**src/dhcp_defs.svh**
```systemverilog
// dhcp client constants
// payload lengths, byte positions inside the BOOTP frame, field values
// and the option codes seen by the builder and the parser
`ifndef DHCP_DEFS_SVH
`define DHCP_DEFS_SVH

// ------------------------------
// payload lengths in bytes
`define DHCP_DISCOVER_LEN 16'd244  // ends right after the message type option
`define DHCP_REQUEST_LEN  16'd256  // adds requested ip and server id

// ------------------------------
// byte positions in the payload
`define DHCP_XID_FIRST     9'd4    // transaction id, msb first
`define DHCP_XID_LAST      9'd7
`define DHCP_YIADDR_FIRST  9'd16   // offered address, four bytes
`define DHCP_CHADDR_FIRST  9'd28   // client mac, six bytes
`define DHCP_CHECK_BYTE    9'd34   // first byte past chaddr
`define DHCP_OPTIONS_START 9'd240  // magic cookie ends here

// ------------------------------
// field values
`define DHCP_OP_REPLY 8'h02        // BOOTREPLY

// message type option payload
`define DHCP_MSG_DISCOVER 8'h01
`define DHCP_MSG_OFFER    8'h02
`define DHCP_MSG_REQUEST  8'h03
`define DHCP_MSG_ACK      8'h05

// ------------------------------
// option code and length as one word
`define DHCP_OPT_MSG_TYPE  16'h3501  // option 53, one byte
`define DHCP_OPT_LEASE     16'h3304  // option 51, lease seconds
`define DHCP_OPT_SERVER_ID 16'h3604  // option 54, server address

// single byte options
`define DHCP_OPT_END 8'hFF
`define DHCP_OPT_PAD 8'h00

`endif

```
**src/dhcp_pkg.sv**
```systemverilog
// dhcp client types
// state encodings of the two machines, the message kind and the
// two views of an option header
package dhcp_pkg;

  // ------------------------------
  // transmit machine
  typedef enum logic [2:0] {
    TX_IDLE     = 3'd0,  // waiting for tx_enable or a request
    TX_DISCOVER = 3'd1,  // discover queued, waiting for the udp layer
    TX_REQUEST  = 3'd2,  // request queued, waiting for the udp layer
    TX_SEND     = 3'd3   // streaming payload bytes
  } tx_state_e;

  // receive machine
  typedef enum logic [1:0] {
    RX_IDLE  = 2'd0,     // looking for the reply opcode
    RX_REPLY = 2'd1,     // inside a reply
    RX_DONE  = 2'd2      // ignore the rest of the payload
  } rx_state_e;

  // picks the payload length and the message type byte
  typedef enum logic {
    KIND_DISCOVER = 1'b0,
    KIND_REQUEST  = 1'b1
  } msg_kind_e;

  // ------------------------------
  // option header, code byte then length byte
  typedef struct packed {
    logic [7:0] code;
    logic [7:0] len;
  } dhcp_option_s;

  typedef union packed {
    logic [15:0]  word;  // compared against whole option codes
    dhcp_option_s f;
  } dhcp_option_u;

endpackage

```
**src/dhcp_session_if.sv**
```systemverilog
// dhcp session state
// transaction id, accepted address and the request handover between
// the transmit builder and the receive parser
interface dhcp_session_if;

  logic [31:0] xid;            // transaction id, owned by the builder
  logic [31:0] ip_accept;      // offered address once the mac matched
  logic        send_request;   // OFFER seen, request wanted
  logic        request_taken;  // builder is in its send state

  modport tx (
    output xid,
    output request_taken,
    input  ip_accept,
    input  send_request
  );

  modport rx (
    input  xid,
    input  request_taken,
    output ip_accept,
    output send_request
  );

endinterface

```
**src/dhcp_tx_builder.sv**
```systemverilog
// dhcp transmit side
// builds DHCPDISCOVER and DHCPREQUEST payloads for the udp layer one
// byte at a time and owns the transaction id
`include "dhcp_defs.svh"

module dhcp_tx_builder (
  input  logic        rx_clock,
  input  logic        state_reset,
  input  logic        tx_enable,      // start a discover, one cycle
  input  logic        udp_tx_enable,  // udp layer ready for our frame
  input  logic        udp_tx_active,  // udp layer takes a byte
  input  logic [47:0] local_mac,
  input  logic [31:0] remote_ip,      // server id sent in the request
  dhcp_session_if.tx  sess,
  output logic        dhcp_tx_request,
  output logic [7:0]  tx_data,
  output logic [15:0] length
);

  dhcp_pkg::tx_state_e state;
  dhcp_pkg::msg_kind_e kind;
  logic [8:0]  byte_no;    // index of the next byte to present
  logic [15:0] xid_count;
  logic        xid_frozen;
  logic [7:0]  next_byte;

  // ------------------------------
  // transaction id
  // counts freely until the first discover, then stays put
  always_ff @(posedge rx_clock) begin
    if (state_reset) begin
      xid_count  <= 16'd0;
      xid_frozen <= 1'b0;
    end else begin
      if (!xid_frozen)
        xid_count <= xid_count + 16'd1;
      if (state == dhcp_pkg::TX_DISCOVER)
        xid_frozen <= 1'b1;
    end
  end

  assign sess.xid           = {local_mac[15:0], xid_count};
  assign sess.request_taken = (state == dhcp_pkg::TX_SEND);  // lets the parser drop its flag

  // ------------------------------
  // payload byte for the current index
  always_comb begin
    case (byte_no)
      9'd0, 9'd1:              next_byte = 8'h01;  // op BOOTREQUEST, htype ethernet
      9'd2:                    next_byte = 8'h06;  // hlen
      `DHCP_XID_FIRST:         next_byte = sess.xid[31:24];
      `DHCP_XID_FIRST + 9'd1:  next_byte = sess.xid[23:16];
      `DHCP_XID_FIRST + 9'd2:  next_byte = sess.xid[15:8];
      `DHCP_XID_LAST:          next_byte = sess.xid[7:0];
      // chaddr
      `DHCP_CHADDR_FIRST:         next_byte = local_mac[47:40];
      `DHCP_CHADDR_FIRST + 9'd1:  next_byte = local_mac[39:32];
      `DHCP_CHADDR_FIRST + 9'd2:  next_byte = local_mac[31:24];
      `DHCP_CHADDR_FIRST + 9'd3:  next_byte = local_mac[23:16];
      `DHCP_CHADDR_FIRST + 9'd4:  next_byte = local_mac[15:8];
      `DHCP_CHADDR_FIRST + 9'd5:  next_byte = local_mac[7:0];
      // magic cookie
      9'd236: next_byte = 8'h63;
      9'd237: next_byte = 8'h82;
      9'd238: next_byte = 8'h53;
      9'd239: next_byte = 8'h63;
      `DHCP_OPTIONS_START: next_byte = 8'h35;  // message type option
      9'd241:              next_byte = 8'h01;
      9'd242: begin
        next_byte = (kind == dhcp_pkg::KIND_DISCOVER) ? `DHCP_MSG_DISCOVER
                                                      : `DHCP_MSG_REQUEST;
      end
      9'd243: begin                            // a discover ends here
        next_byte = (kind == dhcp_pkg::KIND_DISCOVER) ? `DHCP_OPT_END : 8'h32;
      end
      9'd244: next_byte = 8'h04;               // requested ip length
      9'd245: next_byte = sess.ip_accept[31:24];
      9'd246: next_byte = sess.ip_accept[23:16];
      9'd247: next_byte = sess.ip_accept[15:8];
      9'd248: next_byte = sess.ip_accept[7:0];
      9'd249: next_byte = 8'h36;               // server identifier
      9'd250: next_byte = 8'h04;
      9'd251: next_byte = remote_ip[31:24];
      9'd252: next_byte = remote_ip[23:16];
      9'd253: next_byte = remote_ip[15:8];
      9'd254: next_byte = remote_ip[7:0];
      9'd255: next_byte = `DHCP_OPT_END;
      default: next_byte = 8'h00;              // hops, secs, flags, addresses, sname, file
    endcase
  end

  // ------------------------------
  // message FSM
  always_ff @(posedge rx_clock) begin
    if (state_reset) begin
      state           <= dhcp_pkg::TX_IDLE;
      dhcp_tx_request <= 1'b0;
      byte_no         <= 9'd0;
    end else begin
      case (state)
        dhcp_pkg::TX_IDLE: begin
          byte_no <= 9'd0;
          if (tx_enable) begin                 // a discover wins over a pending request
            state           <= dhcp_pkg::TX_DISCOVER;
            kind            <= dhcp_pkg::KIND_DISCOVER;
            length          <= `DHCP_DISCOVER_LEN;
            dhcp_tx_request <= 1'b1;
          end else if (sess.send_request) begin
            state           <= dhcp_pkg::TX_REQUEST;
            kind            <= dhcp_pkg::KIND_REQUEST;
            length          <= `DHCP_REQUEST_LEN;
            dhcp_tx_request <= 1'b1;
          end
        end

        dhcp_pkg::TX_DISCOVER, dhcp_pkg::TX_REQUEST: begin
          // byte 0 has to sit on tx_data before the first active cycle
          if (udp_tx_enable) begin
            tx_data <= next_byte;
            byte_no <= 9'd1;
            state   <= dhcp_pkg::TX_SEND;
          end
        end

        dhcp_pkg::TX_SEND: begin
          if ({7'd0, byte_no} < length) begin
            if (udp_tx_active) begin           // tx_data holds while inactive
              tx_data <= next_byte;
              byte_no <= byte_no + 9'd1;
            end
          end else begin
            state           <= dhcp_pkg::TX_IDLE;  // whole payload handed over
            dhcp_tx_request <= 1'b0;
          end
        end

        default: state <= dhcp_pkg::TX_IDLE;
      endcase
    end
  end

endmodule

```
**src/dhcp_rx_parser.sv**
```systemverilog
// dhcp receive side
// walks BOOTREPLY payloads meant for this client, keeps the offered
// address, asks for a request on an OFFER and reads lease time and
// server id from the options of an ACK
`include "dhcp_defs.svh"

module dhcp_rx_parser (
  input  logic        rx_clock,
  input  logic        state_reset,
  input  logic [7:0]  rx_data,
  input  logic        rx_enable,       // byte valid
  input  logic        dhcp_rx_active,  // high for the whole udp payload
  input  logic [47:0] local_mac,
  dhcp_session_if.rx  sess,
  output logic [31:0] lease,           // lease time in seconds
  output logic [31:0] server_ip,
  output logic        dhcp_success,
  output logic        dhcp_failed
);

  dhcp_pkg::rx_state_e    state;
  dhcp_pkg::dhcp_option_u option;  // header of the current option
  logic [8:0]  byte_no;            // also serves as the option walk step
  logic [31:0] offer_ip;           // yiaddr until the mac is checked
  logic [47:0] target_mac;         // chaddr of the reply
  logic [23:0] opt_data;           // leading bytes of a four byte option
  logic [7:0]  skip;               // bytes left in an unknown option
  logic [7:0]  xid_byte;

  // expected xid byte, byte 4 is the msb
  assign xid_byte = sess.xid[8 * (3 - byte_no[1:0]) +: 8];

  always_ff @(posedge rx_clock) begin
    if (state_reset) begin
      state             <= dhcp_pkg::RX_IDLE;
      sess.send_request <= 1'b0;
      sess.ip_accept    <= 32'd0;
      dhcp_success      <= 1'b0;
      dhcp_failed       <= 1'b0;
    end else begin
      if (sess.request_taken)
        sess.send_request <= 1'b0;  // builder started sending
      if (!rx_enable) begin
        dhcp_success <= 1'b0;
        dhcp_failed  <= 1'b0;
      end

      if (!dhcp_rx_active)
        state <= dhcp_pkg::RX_IDLE;  // payload over
      else if (rx_enable) begin
        case (state)
          dhcp_pkg::RX_IDLE: begin
            byte_no <= 9'd1;
            if (rx_data == `DHCP_OP_REPLY)
              state <= dhcp_pkg::RX_REPLY;
          end

          dhcp_pkg::RX_REPLY: begin
            byte_no <= byte_no + 9'd1;  // steps below may redirect
            // ------------------------------
            // fixed header
            if (byte_no < `DHCP_OPTIONS_START) begin
              if (byte_no >= `DHCP_XID_FIRST && byte_no <= `DHCP_XID_LAST &&
                  rx_data != xid_byte)
                state <= dhcp_pkg::RX_DONE;  // another client's transaction
              if (byte_no >= `DHCP_YIADDR_FIRST && byte_no < `DHCP_YIADDR_FIRST + 9'd4)
                offer_ip <= {offer_ip[23:0], rx_data};
              if (byte_no >= `DHCP_CHADDR_FIRST && byte_no < `DHCP_CHECK_BYTE)
                target_mac <= {target_mac[39:0], rx_data};
              if (byte_no == `DHCP_CHECK_BYTE) begin
                if (target_mac != local_mac)
                  state <= dhcp_pkg::RX_DONE;
                else
                  sess.ip_accept <= offer_ip;  // reply is ours
              end
            end else begin
              // ------------------------------
              // option walk
              case (byte_no)
                `DHCP_OPTIONS_START: begin    // code byte
                  option.f.code <= rx_data;
                  if (rx_data == `DHCP_OPT_END) begin
                    dhcp_success <= 1'b1;
                    dhcp_failed  <= 1'b0;
                    state        <= dhcp_pkg::RX_DONE;
                  end else if (rx_data == `DHCP_OPT_PAD)
                    byte_no <= `DHCP_OPTIONS_START;  // pad has no length
                end

                `DHCP_OPTIONS_START + 9'd1: begin  // length byte
                  option.f.len <= rx_data;
                  if (rx_data == 8'd0)
                    byte_no <= `DHCP_OPTIONS_START;
                end

                `DHCP_OPTIONS_START + 9'd2: begin  // first data byte
                  skip     <= option.f.len;
                  opt_data <= {opt_data[15:0], rx_data};
                  if (option.word == `DHCP_OPT_MSG_TYPE) begin
                    byte_no <= `DHCP_OPTIONS_START;
                    if (rx_data == `DHCP_MSG_OFFER) begin
                      sess.send_request <= 1'b1;
                      state             <= dhcp_pkg::RX_DONE;
                    end else if (rx_data != `DHCP_MSG_ACK) begin
                      dhcp_failed  <= 1'b1;
                      dhcp_success <= 1'b0;
                      state        <= dhcp_pkg::RX_DONE;
                    end
                  end else if (option.word != `DHCP_OPT_LEASE &&
                               option.word != `DHCP_OPT_SERVER_ID) begin
                    // unknown option
                    byte_no <= (option.f.len == 8'd1) ? `DHCP_OPTIONS_START
                                                      : `DHCP_OPTIONS_START + 9'd9;
                  end
                end

                `DHCP_OPTIONS_START + 9'd3, `DHCP_OPTIONS_START + 9'd4:
                  opt_data <= {opt_data[15:0], rx_data};

                `DHCP_OPTIONS_START + 9'd5: begin  // last of four bytes
                  byte_no <= `DHCP_OPTIONS_START;
                  if (option.word == `DHCP_OPT_LEASE)
                    lease <= {opt_data, rx_data};
                  else
                    server_ip <= {opt_data, rx_data};
                end

                `DHCP_OPTIONS_START + 9'd9: begin  // skipping, two bytes already gone
                  if (skip == 8'd2)
                    byte_no <= `DHCP_OPTIONS_START;
                  else begin
                    skip    <= skip - 8'd1;
                    byte_no <= byte_no;
                  end
                end

                default: ;
              endcase
            end
          end

          default: ;  // done, wait for dhcp_rx_active to drop
        endcase
      end
    end
  end

endmodule

```
**src/dhcp_client.sv**
```systemverilog
// dhcp client top level
// the transmit builder and the receive parser share session state
// through one interface, the outside sees plain ports
module dhcp_client (
  input  logic        rx_clock,
  input  logic        state_reset,
  // receive
  input  logic [7:0]  rx_data,
  input  logic        rx_enable,
  input  logic        dhcp_rx_active,
  // transmit
  input  logic        tx_enable,
  input  logic        udp_tx_enable,
  input  logic        udp_tx_active,
  // addresses
  input  logic [47:0] local_mac,
  input  logic [31:0] remote_ip,
  output logic        dhcp_tx_request,
  output logic [7:0]  tx_data,
  output logic [15:0] length,
  output logic [31:0] ip_accept,     // address offered to us
  output logic [31:0] lease,
  output logic [31:0] server_ip,
  output logic        dhcp_success,
  output logic        dhcp_failed
);

  dhcp_session_if sess ();

  dhcp_tx_builder tx_builder_i (
    .rx_clock        (rx_clock),
    .state_reset     (state_reset),
    .tx_enable       (tx_enable),
    .udp_tx_enable   (udp_tx_enable),
    .udp_tx_active   (udp_tx_active),
    .local_mac       (local_mac),
    .remote_ip       (remote_ip),
    .sess            (sess.tx),
    .dhcp_tx_request (dhcp_tx_request),
    .tx_data         (tx_data),
    .length          (length)
  );

  dhcp_rx_parser rx_parser_i (
    .rx_clock       (rx_clock),
    .state_reset    (state_reset),
    .rx_data        (rx_data),
    .rx_enable      (rx_enable),
    .dhcp_rx_active (dhcp_rx_active),
    .local_mac      (local_mac),
    .sess           (sess.rx),
    .lease          (lease),
    .server_ip      (server_ip),
    .dhcp_success   (dhcp_success),
    .dhcp_failed    (dhcp_failed)
  );

  assign ip_accept = sess.ip_accept;

endmodule

```
**config.mk**
```make
export PLATFORM = sky130hd
export DESIGN_NAME = dhcp_client
export DESIGN_NICKNAME = d
export VERILOG_FILES = /design/src/dhcp_pkg.sv /design/src/dhcp_session_if.sv /design/src/dhcp_tx_builder.sv /design/src/dhcp_rx_parser.sv /design/src/dhcp_client.sv
export VERILOG_INCLUDE_DIRS = /design/src
export SDC_FILE = /design/constraint.sdc
export NUM_CORES = 1
export LEC_CHECK = 0
export ABC_AREA = 1
export ABC_CLOCK_PERIOD_IN_PS = 6100
export BUFFER_PORTS_ARGS = -buffer_cell sky130_fd_sc_hd__buf_4
export CAP_MARGIN = 20
export CORE_MARGIN = 2
export CORE_UTILIZATION = 40
export DETAILED_ROUTE_END_ITERATION = 10
export GPL_TIMING_DRIVEN = 0
export PLACE_DENSITY_LB_ADDON = 0.15
export SLEW_MARGIN = 25
export SYNTH_ARGS = -nofsm -noshare
export SYNTH_HDL_FRONTEND = slang
export SYNTH_HIERARCHICAL = 1
export SYNTH_SLANG_ARGS = --single-unit
```
**constraint.sdc**
```tcl
create_clock -name rx_clock -period 6.1 [get_ports rx_clock]
set_clock_uncertainty 0.1 [all_clocks]
set_input_delay 0.61 -clock rx_clock [delete_from_list [all_inputs] [get_ports rx_clock]]
set_output_delay 0.61 -clock rx_clock [all_outputs]
set_load 0.05 [all_outputs]
```
# [Yosys cells after proc, flatten, opt, wreduce, memory -nomap -nowiden]
# Index checks and enable logic that the tools add are counted.
[word_totals] reg_bits=283
[classes] n_addsub=5 n_lt_le_gt_ge=8 n_eq_ne=67 n_shift=1 mux=71 n_bitwise=5 n_reduce_logical=39
[ops] op="9-bit by 8-bit == test with 1-bit output (second input constant)" n=27
[ops] op="8-bit case mux with 27 select lines" n=1
[ops] op="9-bit 2-to-1 mux" n=10
[ops] op="48-bit != test" n=1
[ops] op="9-bit case mux with 5 select lines" n=1
[ops] op="8-bit 2-to-1 mux" n=5
[ops] op="9-bit by 3-bit == test with 1-bit output (second input constant)" n=4
[ops] op="9-bit by 5-bit == test with 1-bit output (second input constant)" n=4
[ops] op="6-bit AND reduction" n=6
[ops] op="32-bit by 33-bit variable part select with 8-bit output" n=1
[ops] op="16-bit by 14-bit == test with 1-bit output (second input constant)" n=2
[ops] op="16-bit by 14-bit != test with 1-bit output (second input constant)" n=2
[ops] op="8-bit case mux with 2 select lines" n=2
[ops] op="1-bit 2-to-1 mux" n=29
[ops] op="7-bit AND reduction" n=4
[ops] op="9-bit by 6-bit == test with 1-bit output (second input constant)" n=3
[ops] op="9-bit case mux with 3 select lines" n=1
[ops] op="2-bit 2-to-1 mux" n=10
[ops] op="9-bit by 1-bit adder with 9-bit output (second input constant)" n=2
[ops] op="9-bit by 5-bit >= comparator with 1-bit output (second input constant)" n=2
[ops] op="9-bit case mux with 2 select lines" n=1
[ops] op="16-bit by 1-bit adder with 16-bit output (second input constant)" n=1
[ops] op="8-bit by 2-bit == test with 1-bit output (second input constant)" n=2
[ops] op="3-bit 2-to-1 mux" n=4
[ops] op="40 further kinds" n=71

# [Longest topological paths before layout]
# Gate-level depths: netlist (run 1).
[depth] word_depth=9 depth_mapped=15 ltp_nobuf=15

# [By module]
# The synthesis (run 1) kept the hierarchy.
[modules_own_cells] mod="dhcp_rx_parser" instances=1 cells_per_inst=961 area_each_um2=10118.5
[modules_own_cells] mod="dhcp_tx_builder" instances=1 cells_per_inst=703 area_each_um2=4136.5

# [Least setup slack after synthesis (run 1)]
# No wires, ideal clock.
[synth_timing] path_type="input to register" from="input rx_enable" to="register rx_parser_i.target_mac[0] (enable)" t_arrival_ps=4364 required_ps=5487 setup_slack_ps=1123 cell_stages=6 n_path_buf=0 cell_sequence="nand3_1 > nor2_1 > inv_2 > nor2_1 > nand2_1 > nor3_1"
[synth_between] elab_chain_cells=1
[synth_lines] element="start, declared" line_no="dhcp_client.sv:9" rtl="input logic rx_enable,"
[synth_lines] element="6-bit AND reduction (no source line)"
[synth_lines] element="end signal, assigned" line_no="dhcp_rx_parser.sv:69" rtl="target_mac <= {target_mac[39:0], rx_data};"
[synth_lines] element="end, declared" line_no="dhcp_rx_parser.sv:25" rtl="logic [47:0] target_mac;"
# Every way passes these cells.
# A chain may end at the register's enable or synchronous reset.

# [Worst setup path after layout (run 1)]
[layout_timing] from="register rx_parser_i.byte_no[1]" to="register rx_parser_i.lease[18] (enable)"
[layout_between] elab_chain_cells=3 word_cells_on_any_way=4 classes_between="order compare: 1; eq/ne: 1; bitwise: 1; reduce/logical: 1"
[layout_lines] element="start, declared" line_no="dhcp_rx_parser.sv:23" rtl="logic [8:0] byte_no;"
[layout_lines] element="start signal, assigned" line_no="dhcp_rx_parser.sv:59" rtl="byte_no <= byte_no + 9'd1;"
[layout_lines] element="start signal, assigned" line_no="dhcp_rx_parser.sv:87" rtl="byte_no <= `DHCP_OPTIONS_START;"
[layout_lines] element="start signal, assigned" line_no="dhcp_rx_parser.sv:93" rtl="byte_no <= `DHCP_OPTIONS_START;"
[layout_lines] element="9-bit by 8-bit < comparator with 1-bit output (no source line)"
[layout_lines] element="1-bit NOT (no source line)"
[layout_lines] element="7-bit AND reduction (no source line) *"
[layout_lines] element="end signal, assigned" line_no="dhcp_rx_parser.sv:123" rtl="lease <= {opt_data, rx_data};"
[layout_lines] element="end, declared" line_no="dhcp_rx_parser.sv:15" rtl="output logic [31:0] lease,"
# Mark *: on every way between the ends. The rest lies on a longest branch, timed or not.

==> results.json, run 1 <==
{
  "outcome": "finished clean",
  "cts_hold_buffers": 0,
  "wl_mm": 45.6,
  "grt_use_total_pct": 24.2,
  "synth_adder_area_share_pct": 1.76,
  "crit_start": "rx_parser_i/byte_no[1]",
  "vias_per_cell": 5.08,
  "hold_violations": 0,
  "post-route-min-period_ns": 3.37,
  "p_total_mw": 4.39,
  "die_x_um": 193,
  "finalSetupViolCount": 0,
  "ys_top_cells_by_count": "417 x nand2_1, 227 x inv_1, 217 x nor2_1",
  "synth_compound_area_share_pct": 2.82,
  "max_freq_mhz": 297,
  "yosysTopAreaCell": "edfxtp_1",
  "ys.flop_type": "edfxtp_1",
  "synth_most_common_cell": "nand2_1",
  "htreeDepth": 1,
  "register_area_um2": 7660,
  "synth_area_um2": 14300,
  "endpoint_kind": "flip-flop",
  "path_max_fanout": 11,
  "wl_per_cell_um": 18.9,
  "synth-simple-area-share_pct": 29.1,
  "ys_ff_latch": 277,
  "fin_crit_sh_pct": 55.3,
  "cts_root_buffer": "clkbuf_16",
  "clk_latency_ns": 0.60,
  "die_height_um": 193,
  "core_area_um2": 35300,
  "hp-class": "in2reg",
  "num_antenna_cells": 0,
  "clk_pin_slew_ns": 0.06,
  "gp_congestion": 0.987,
  "reg2reg_setup_slack_ns": 2.73,
  "seq_area_frac_synth_pct": 53.7,
  "drc": 0,
  "post_cts_resized": 0,
  "reg2reg_to": "rx_parser_i/lease[18]",
  "powerDensity_nw_per_um2": 249,
  "cp.arrival_ns": 3.59,
  "grt_pass1_vias": 11334,
  "dieArea_um2": 37200,
  "worst_pin_slew_ns": 0.864,
  "timing.rr.start": "rx_parser_i/byte_no[1]",
  "startpoint_type": "flip-flop",
  "gr-total-overflow": 0,
  "multiInputGateArea_um2": 5250,
  "synth_top_family_by_area": "simple AND/OR/NAND/NOR gates",
  "yosysTopAreaCellShare_pct": 44.4,
  "relSlewSlack_pct": 42.2,
  "cts_buffers": 30,
  "vias": 12275,
  "nFillCells": 3363,
  "port_buffers": 207,
  "highest_layer": "met4",
  "dr.pass1.iters": 6,
  "post_cts_buffers": 0,
  "fp-row-count": 69,
  "syn_area_per_cell_um2": 8.57,
  "grt_pass1_wl_mm": 67.0,
  "dp.cells": 2358,
  "drv_cap": 0,
  "grt_setup_unrepaired": "no",
  "synth_edf_count": 211,
  "met3_length_mm": 4.30,
  "postSynth.asyncResetShare_pct": 0,
  "antenna_found_initial": 0,
  "drive_gt1_share_pct": 19.4,
  "crit_type": "reg2reg",
  "start_util_pct": 40.4,
  "cts_buffer_depth": 3,
  "cts_tree": "built",
  "synth_cell_types": 45,
  "crit_end": "rx_parser_i/lease[18]",
  "yosysWarnings": 6,
  "synth.area.mux_share_pct": 0,
  "grt_max_degree": 22,
  "cp.required_ns": 6.32,
  "synth_cells": 1664,
  "r2r_cells": 8,
  "ir_drop_mv": 0.215,
  "synth_area_leaders": "edfxtp_1 44%, nand2_1 11%, dfxtp_1 9.3%",
  "layout.nets": 2044,
  "wl_met2_mm": 20.6,
  "final_area_um2": 17600,
  "io_pins": 218,
  "dpl.hpwl_mm": 35.2,
  "fin_cells": 2414,
  "drv_slew": 0,
  "yosys.area_share.xor_xnor_pct": 2.70,
  "place_area_um2": 16600,
  "power_leakage_nw": 7.61,
  "dr.first_iter.drc_count": 1260,
  "drtAntennaViolNets": 0,
  "cts.sinks": 277,
  "area.growth.synth_to_final_pct": 23.7,
  "wl_met1_mm": 19.6
}
## flip-flops by register name (all words and copies together), names as in the netlist, 8 cells and up
name                        count
tx_builder_i/byte_no            9
rx_parser_i/target_mac         48
tx_builder_i/tx_data            8
rx_parser_i/offer_ip           32
rx_parser_i/skip                8
rx_parser_i/byte_no             9
rx_parser_i/sess.ip_accept     32
rx_parser_i/option             16
rx_parser_i/server_ip          32
rx_parser_i/lease              32
rx_parser_i/opt_data           24
tx_builder_i/xid_count         16
## per-layer routing
| metal | GRT usage, % | vias up |
|---|---|---|
| li1 | - | 5941 |
| met1 | 32.6 | 5727 |
| met2 | 39.3 | 536 |
| met3 | 5.67 | 71 |
| met4 | 5.87 | 0 |
| met5 | 0 | - |
## final cells by class
cell class	instances	area share [%]
buffer	79	2.96
clock buffer	47	5.20
clock inverter	9	0.582
inverter	238	5.06
multi-input combinational	1079	29.8
sequential	277	43.4
tap	461	3.27
timing repair buffer	224	9.75
## cells in the final DEF, fill, tap and decap left out, types with 25 or more instances in the layout
cell type,instances
a21oi_1,34
buf_4,254
clkbuf_1,25
clkbuf_16,32
dfxtp_1,66
edfxtp_1,211
inv_1,227
nand2_1,417
nand3_1,134
nand4_1,94
nor2_1,216
xnor2_1,37
## report_power, final
group | internal (mW) | leakage [nW] | switching (mW) | total [mW]
clock network | 1.08 | 0.490 | 0.761 | 1.84
logic | 0.158 | 4.69 | 0.307 | 0.465
registers | 2.05 | 2.43 | 0.0372 | 2.08
## logic make-up after synthesis
| family | count (synthesis) |
|---|---|
| and+or+nand+nor | 931 |
| buffers and inverters | 317 |
| DFF | 277 |
| AOI/OAI and AO/OA | 74 |
| xor gates and xnor gates | 44 |
| adders and majority gates | 20 |
| other | 1 |
## worst min path at each step
stage | startpoint | endpoint | slack [ns] | depth (start not counted)
2_1_floorplan | rx_parser_i/opt_data[16] | rx_parser_i/lease[24] | 0.32 | 0
3_3_place_gp | rx_parser_i/opt_data[17] | rx_parser_i/server_ip[25] | 0.32 | 0
3_5_place_dp | rx_parser_i/opt_data[19] | rx_parser_i/lease[27] | 0.33 | 0
4_1_cts | tx_enable | tx_builder_i/length[7] | 0.12 | 1
5_1_grt | tx_enable | tx_builder_i/length[7] | 0.13 | 1
6_report | tx_enable | tx_builder_i/length[7] | 0.15 | 1
## worst max-delay path, stage by stage, from the launching register on
cell and delay [ns]:
edfxtp_1 0.43, inv_1 0.10, clkbuf_1 0.45, ha_1 0.28
nand2_1 0.12, or4_1 0.60, nor3_2 0.61, buf_6 0.23
buf_4 0.15
## per-stage QoR
stage / hold slack (ns) / util, % / TNS (ns) / setup WS [ns]
floorplan: 0.321 / - / 0 / 1.12
global placement: 0.323 / 46.5 / -79.75 / -1.11
detailed placement: 0.330 / 47.1 / 0 / 2.74
CTS: 0.122 / 50.0 / 0 / 2.70
global route: 0.125 / 50.0 / 0 / 2.51
finish: 0.147 / 50.0 / 0 / 2.73
(Power assumes the default switching activity.)
==> run 2: changes to the inputs <==
--- a/config.mk
+++ b/config.mk
@@ -7,7 +7,7 @@
 export NUM_CORES = 1
 export LEC_CHECK = 0
 export ABC_AREA = 1
-export ABC_CLOCK_PERIOD_IN_PS = 6100
+export ABC_CLOCK_PERIOD_IN_PS = 3400
 export BUFFER_PORTS_ARGS = -buffer_cell sky130_fd_sc_hd__buf_4
 export CAP_MARGIN = 20
 export CORE_MARGIN = 2
==> constraint.sdc (replaced) <==
create_clock -name rx_clock -period 3.4 [get_ports rx_clock]
set_clock_uncertainty 0.1 [all_clocks]
set_input_delay 0.34 -clock rx_clock [delete_from_list [all_inputs] [get_ports rx_clock]]
set_output_delay 0.34 -clock rx_clock [all_outputs]
set_load 0.05 [all_outputs]
==> run 2 against run 1 <==
Against the previous run:
- combinational power is 82% higher
- critical path type unchanged
- largest cell class unchanged
- via count shrank 0.28%
- wire length rose by 0.16%
- core utilization is 0.24 points higher
- total power is 79% higher
- critical endpoint is now rx_parser_i/server_ip[18]
- first-iteration DRC count fell by 14%
- critical path depth is 1 lower
- global-route usage about the same
- hold slack lost 0.068 ns
==> results.json, run 2 (synthesized netlist as in run 1, its figures left out) <==
{
  "grt_use_total_pct": 24.1,
  "dr.pass1.iters": 10,
  "fin_crit_sh_pct": 89.5,
  "cts_buffers": 31,
  "clk_latency_ns": 0.60,
  "drc": 0,
  "layout_commonest_cell": "nand2_1",
  "gr-total-overflow": 0,
  "grt_pass1_vias": 11322,
  "die_x_um": 193,
  "dr.first_iter.drc_count": 1081,
  "clk_pin_slew_ns": 0.07,
  "cp.arrival_ns": 3.23,
  "antenna_found_initial": 0,
  "fp-row-count": 69,
  "vias": 12241,
  "reg2reg_setup_slack_ns": 0.36,
  "drtAntennaViolNets": 0,
  "largest_register": "rx_parser_i/target_mac",
  "powerDensity_nw_per_um2": 442,
  "hold_violations": 0,
  "grtUsageMet2_pct": 39.2,
  "dieArea_um2": 37200,
  "core_area_um2": 35300,
  "port_buffers": 207,
  "grt_pass1_wl_mm": 66.7,
  "ir_drop_mv": 0.400,
  "drive_gt1_share_pct": 18.8,
  "post-route-min-period_ns": 3.04,
  "startpoint_type": "flip-flop",
  "gp_congestion": 0.938,
  "power_leakage_nw": 7.65,
  "layout.nets": 2051,
  "cts_buffer_depth": 3,
  "drv_cap": 0,
  "wl_per_cell_um": 18.9,
  "grt_max_degree": 21,
  "top_usage_layer": "met2",
  "p_total_mw": 7.83,
  "post_cts_buffers": 0,
  "fin_util_pct": 50.2,
  "cp.required_ns": 3.59,
  "layout_common_cells": "417 x nand2_1, 247 x buf_4, 227 x inv_1",
  "grt_setup_unrepaired": "no",
  "hp-class": "in2reg",
  "worst_pin_slew_ns": 0.843,
  "cts.sinks": 277,
  "crit_type": "reg2reg",
  "endpoint_kind": "flip-flop",
  "finalSetupViolCount": 0,
  "critPathSlowestCell": "or4_1",
  "io_pins": 218,
  "area.growth.synth_to_final_pct": 24.3,
  "cts_tree": "built",
  "max_freq_mhz": 329,
  "met1_usage_pct": 32.2,
  "largest_reg_flops": 48,
  "grtUsageMet3_pct": 5.95,
  "die_height_um": 193,
  "num_antenna_cells": 0,
  "start_util_pct": 40.4,
  "crit_chain": "inv_1 > clkbuf_1 > ha_1 > nand2_1 > or4_1 > nor2_4 > buf_16",
  "htreeDepth": 1,
  "path_max_fanout": 20,
  "vias_per_cell": 5.06,
  "dpl.hpwl_mm": 35.0,
  "crit_path_max_incr_delay_ns": 0.62,
  "outcome": "finished clean",
  "drv_slew": 0,
  "cts_root_buffer": "clkbuf_16",
  "wl_mm": 45.7,
  "relSlewSlack_pct": 43.6
}
==> run 2: changes by cell type in the layout (fill, tap and decap cells not counted), moves of 3 or more <==
cell,change
buf_2,-4
buf_4,-7
clkbuf_1,-3
clkinv_1,+3
clkinvlp_4,-3
dlygate4sd3_1,+13
==> run 2: final cells by class <==
class / count / area [um2]
Clock inverter: 11 / 95.1
Sequential cell: 277 / 7660
Buffer: 79 / 522
Multi-Input combinational cell: 1079 / 5270
Timing Repair Buffer: 230 / 1830
Fill cell: 3336 / 17600
Inverter: 238 / 893
Tap cell: 461 / 577
Clock buffer: 42 / 878
==> run 2: worst max-delay path: cells and delay by family, from the launching register on <==
kind	cells	cell delay [ns]
and+or+nand+nor	3	1.19
adders and majority gates	1	0.27
buffers and inverters	3	0.73
DFF	1	0.43
==> run 2: metal layers <==
layer	vias to the layer above	wire length (um)
li1	5959	-
met1	5656	19400
met2	563	20700
met3	63	4420
met4	0	1220
met5	-	0
==> run 2: path summary, 6_finish.rpt <==
check	endpoint	startpoint	cells past startpoint
setup / recovery	rx_parser_i/server_ip[18]	rx_parser_i/byte_no[1]	7
hold / removal	tx_builder_i/tx_data[3]	local_mac[19]	5
setup reg to reg	rx_parser_i/server_ip[18]	rx_parser_i/byte_no[1]	7
hold reg to reg	rx_parser_i/offer_ip[30]	rx_parser_i/offer_ip[22]	0
==> run 2: repair_timing <==
action | 4_1_cts | 5_1_grt
endpoints found under the hold margin | 50 | 0
resized for setup | 0 | 0
endpoints found under the setup margin | 0 | 0
hold buffers | 13 | 0
==> run 2: report_power, final <==
group	internal, mW	total [mW]	leakage [nW]	switching (mW)
registers	3.67	3.74	2.43	0.0655
logic	0.292	0.844	4.73	0.552
clock network	1.87	3.25	0.482	1.38
total	5.83	7.83	7.65	2.00
==> run 2: through the flow <==
stage	setup TNS (ns)	std cells	hold slack [ns]	instance area (um2)	setup WS [ns]
global route	0	2417	0.0876	17700	0.107
CTS	0	2417	0.0573	17700	0.300
global placement	-170.25	2341	0.323	16400	-1.34
floorplan	-1.16	1673	0.309	14300	-0.0361
detailed placement	0	2351	0.330	16600	0.309
finish	0	2417	0.0785	17700	0.358
==> run 3: changes to the inputs <==
--- a/config.mk
+++ b/config.mk
@@ -7,7 +7,7 @@
 export NUM_CORES = 1
 export LEC_CHECK = 0
 export ABC_AREA = 1
-export ABC_CLOCK_PERIOD_IN_PS = 3400
+export ABC_CLOCK_PERIOD_IN_PS = 3200
 export BUFFER_PORTS_ARGS = -buffer_cell sky130_fd_sc_hd__buf_4
 export CAP_MARGIN = 20
 export CORE_MARGIN = 2
==> constraint.sdc (replaced) <==
create_clock -name rx_clock -period 3.2 [get_ports rx_clock]
set_clock_uncertainty 0.1 [all_clocks]
set_input_delay 0.32 -clock rx_clock [delete_from_list [all_inputs] [get_ports rx_clock]]
set_output_delay 0.32 -clock rx_clock [all_outputs]
set_load 0.05 [all_outputs]
==> run 3 against run 2 <==
Against the previous run:
- first-iteration DRC count increased by 3.2%
- sequential share of layout area decreased by 0.14 points
- via count decreased by 0.51%
- final area increased by 0.32%
- total power increased by 8.0%
- core utilization increased by 0.16 points
- register-to-register slack got worse by 0.06 ns
- wire length decreased by 0.68%
- sequential power increased by 6.1%
==> results.json, run 3 (synthesized netlist as in run 1, its figures left out) <==
{
  "outcome": "finished clean",
  "cts_buffer_depth": 3,
  "cts_buffers": 31,
  "cp.required_ns": 3.57,
  "hold_violations": 0,
  "grt_pass1_wl_mm": 67.6,
  "largest_register": "rx_parser_i/target_mac",
  "finalSetupViolCount": 0,
  "antenna_found_initial": 0,
  "vias_per_cell": 5.03,
  "fin_util_pct": 50.4,
  "startpoint_type": "flip-flop",
  "crit_type": "reg2reg",
  "layout_commonest_cell": "nand2_1",
  "wl_per_cell_um": 18.7,
  "drv_slew": 0,
  "dr.pass1.iters": 5,
  "cp.arrival_ns": 3.28,
  "die_x_um": 193,
  "drtAntennaViolNets": 0,
  "layout_common_cells": "417 x nand2_1, 249 x buf_4, 227 x inv_1",
  "path_max_fanout": 11,
  "dp.cells": 2351,
  "area.growth.synth_to_final_pct": 24.7,
  "cts_root_buffer": "clkbuf_16",
  "grt_pass1_vias": 11453,
  "drc": 0,
  "cts_tree": "built",
  "endpoint_kind": "flip-flop",
  "core_area_um2": 35300,
  "num_antenna_cells": 0,
  "htreeDepth": 1,
  "critPathMostFrequentCell": "nand2_1",
  "power_leakage_nw": 7.67,
  "fin_cells": 2422,
  "dieArea_um2": 37200,
  "post-route-min-period_ns": 2.91,
  "die_height_um": 193,
  "drive_gt1_share_pct": 19.2,
  "powerDensity_nw_per_um2": 476,
  "relSlewSlack_pct": 45.7,
  "crit_chain": "inv_2 > buf_2 > ha_1 > nand2_1 > nor2_2 > nand2_1 > nor4_1 > nand2_1 > nand2_1 > a21oi_1 > dlygate4sd3_1",
  "fin_crit_sh_pct": 90.8,
  "wl_mm": 45.4,
  "crit_path_max_incr_delay_ns": 0.55,
  "ir_drop_mv": 0.453,
  "largest_reg_flops": 48,
  "dr.first_iter.drc_count": 1116,
  "grt_setup_unrepaired": "no",
  "clk_latency_ns": 0.58,
  "max_freq_mhz": 344,
  "grt_use_total_pct": 24.2,
  "dpl.hpwl_mm": 34.8,
  "drv_cap": 0,
  "io_pins": 218,
  "vias": 12178,
  "gp_congestion": 0.957,
  "cts.sinks": 277,
  "critPathSlowestCell": "dlygate4sd3_1",
  "gr-total-overflow": 0,
  "worst_pin_slew_ns": 0.812,
  "hold-worst-slack_ns": 0.0680,
  "setup_tns_ns": 0,
  "dpl_worst_slack_ns": -0.168,
  "fp-row-count": 69,
  "grt_max_degree": 24,
  "fin_ws_ns": 0.294,
  "layout.nets": 2051,
  "hp-class": "in2reg",
  "start_util_pct": 40.4,
  "port_buffers": 207,
  "clk_pin_slew_ns": 0.06
}
[run 3: cell count changes in the layout (fill, tap and decap cells not counted), moves of 2 or more]
cell,previous run,this run
clkinvlp_4,0,3
inv_4,0,2
bufinv_16,1,3
clkbuf_1,22,19
clkinv_4,1,3
buf_4,247,249
clkbuf_8,4,2
[run 3: timing repair]
item	CTS	global route
setup buffers	1	0
gates resized for setup	0	1
hold buffers	13	0
pin swaps	1	0
endpoints found under the hold margin	62	0
setup endpoints to repair	22	41
[run 3: worst max-delay path, delay by kind of cell, from the launching register on]
kind                     cells  cell delay (ns)
AO/OA/AOI/OAI                1             0.06
adder cells (fa/ha/maj)      1             0.19
buffers and inverters        3             1.03
flip-flops                   1             0.45
AND/OR/NAND/NOR              6             0.96
[run 3: worst paths after layout]
kind	start	endpoint	slack, ns	cells after the start
setup reg to reg	rx_parser_i/byte_no[0]	rx_parser_i/dhcp_success	0.29	11
hold / removal	dhcp_rx_active	rx_parser_i/state[1]	0.07	5
setup / recovery	rx_parser_i/byte_no[0]	rx_parser_i/dhcp_success	0.29	11
hold reg to reg	rx_parser_i/opt_data[22]	rx_parser_i/lease[30]	0.35	0
[run 3: per-stage QoR]
stage / area [um2] / power (mW)
4_1_cts: 17800 / 8.53
6_report: 17800 / 8.46
3_3_place_gp: 16500 / 4.91
5_1_grt: 17800 / 8.77
2_1_floorplan: 14300 / 4.57
3_5_place_dp: 16600 / 4.92
[run 3: power by group]
part / total [mW] / leakage, nW / internal [mW] / switching [mW]
clock: 3.59 / 0.501 / 2.08 / 1.51
combinational: 0.895 / 4.74 / 0.310 / 0.585
sequential: 3.97 / 2.43 / 3.90 / 0.0715
total: 8.46 / 7.67 / 6.29 / 2.17
[run 3: layer usage]
metal | up-vias | track usage (%) | share of wire [%]
li1 | 5972 | - | -
met1 | 5685 | 32.4 | 43
met2 | 448 | 39.4 | 46
met3 | 73 | 5.13 | 8.4
met4 | 0 | 7.46 | 3.1
met5 | - | 0 | 0
[run 3: layout make-up]
type                    instances  area [um2]
fillers                      3327       17500
flip-flops and latches        277        7660
multi-input cells            1079        5280
repair buffers                231        1830
inverters                     238         893
clock buffers                  37         818
well taps                     461         577
plain buffers                  78         518
clock inverters                21         215
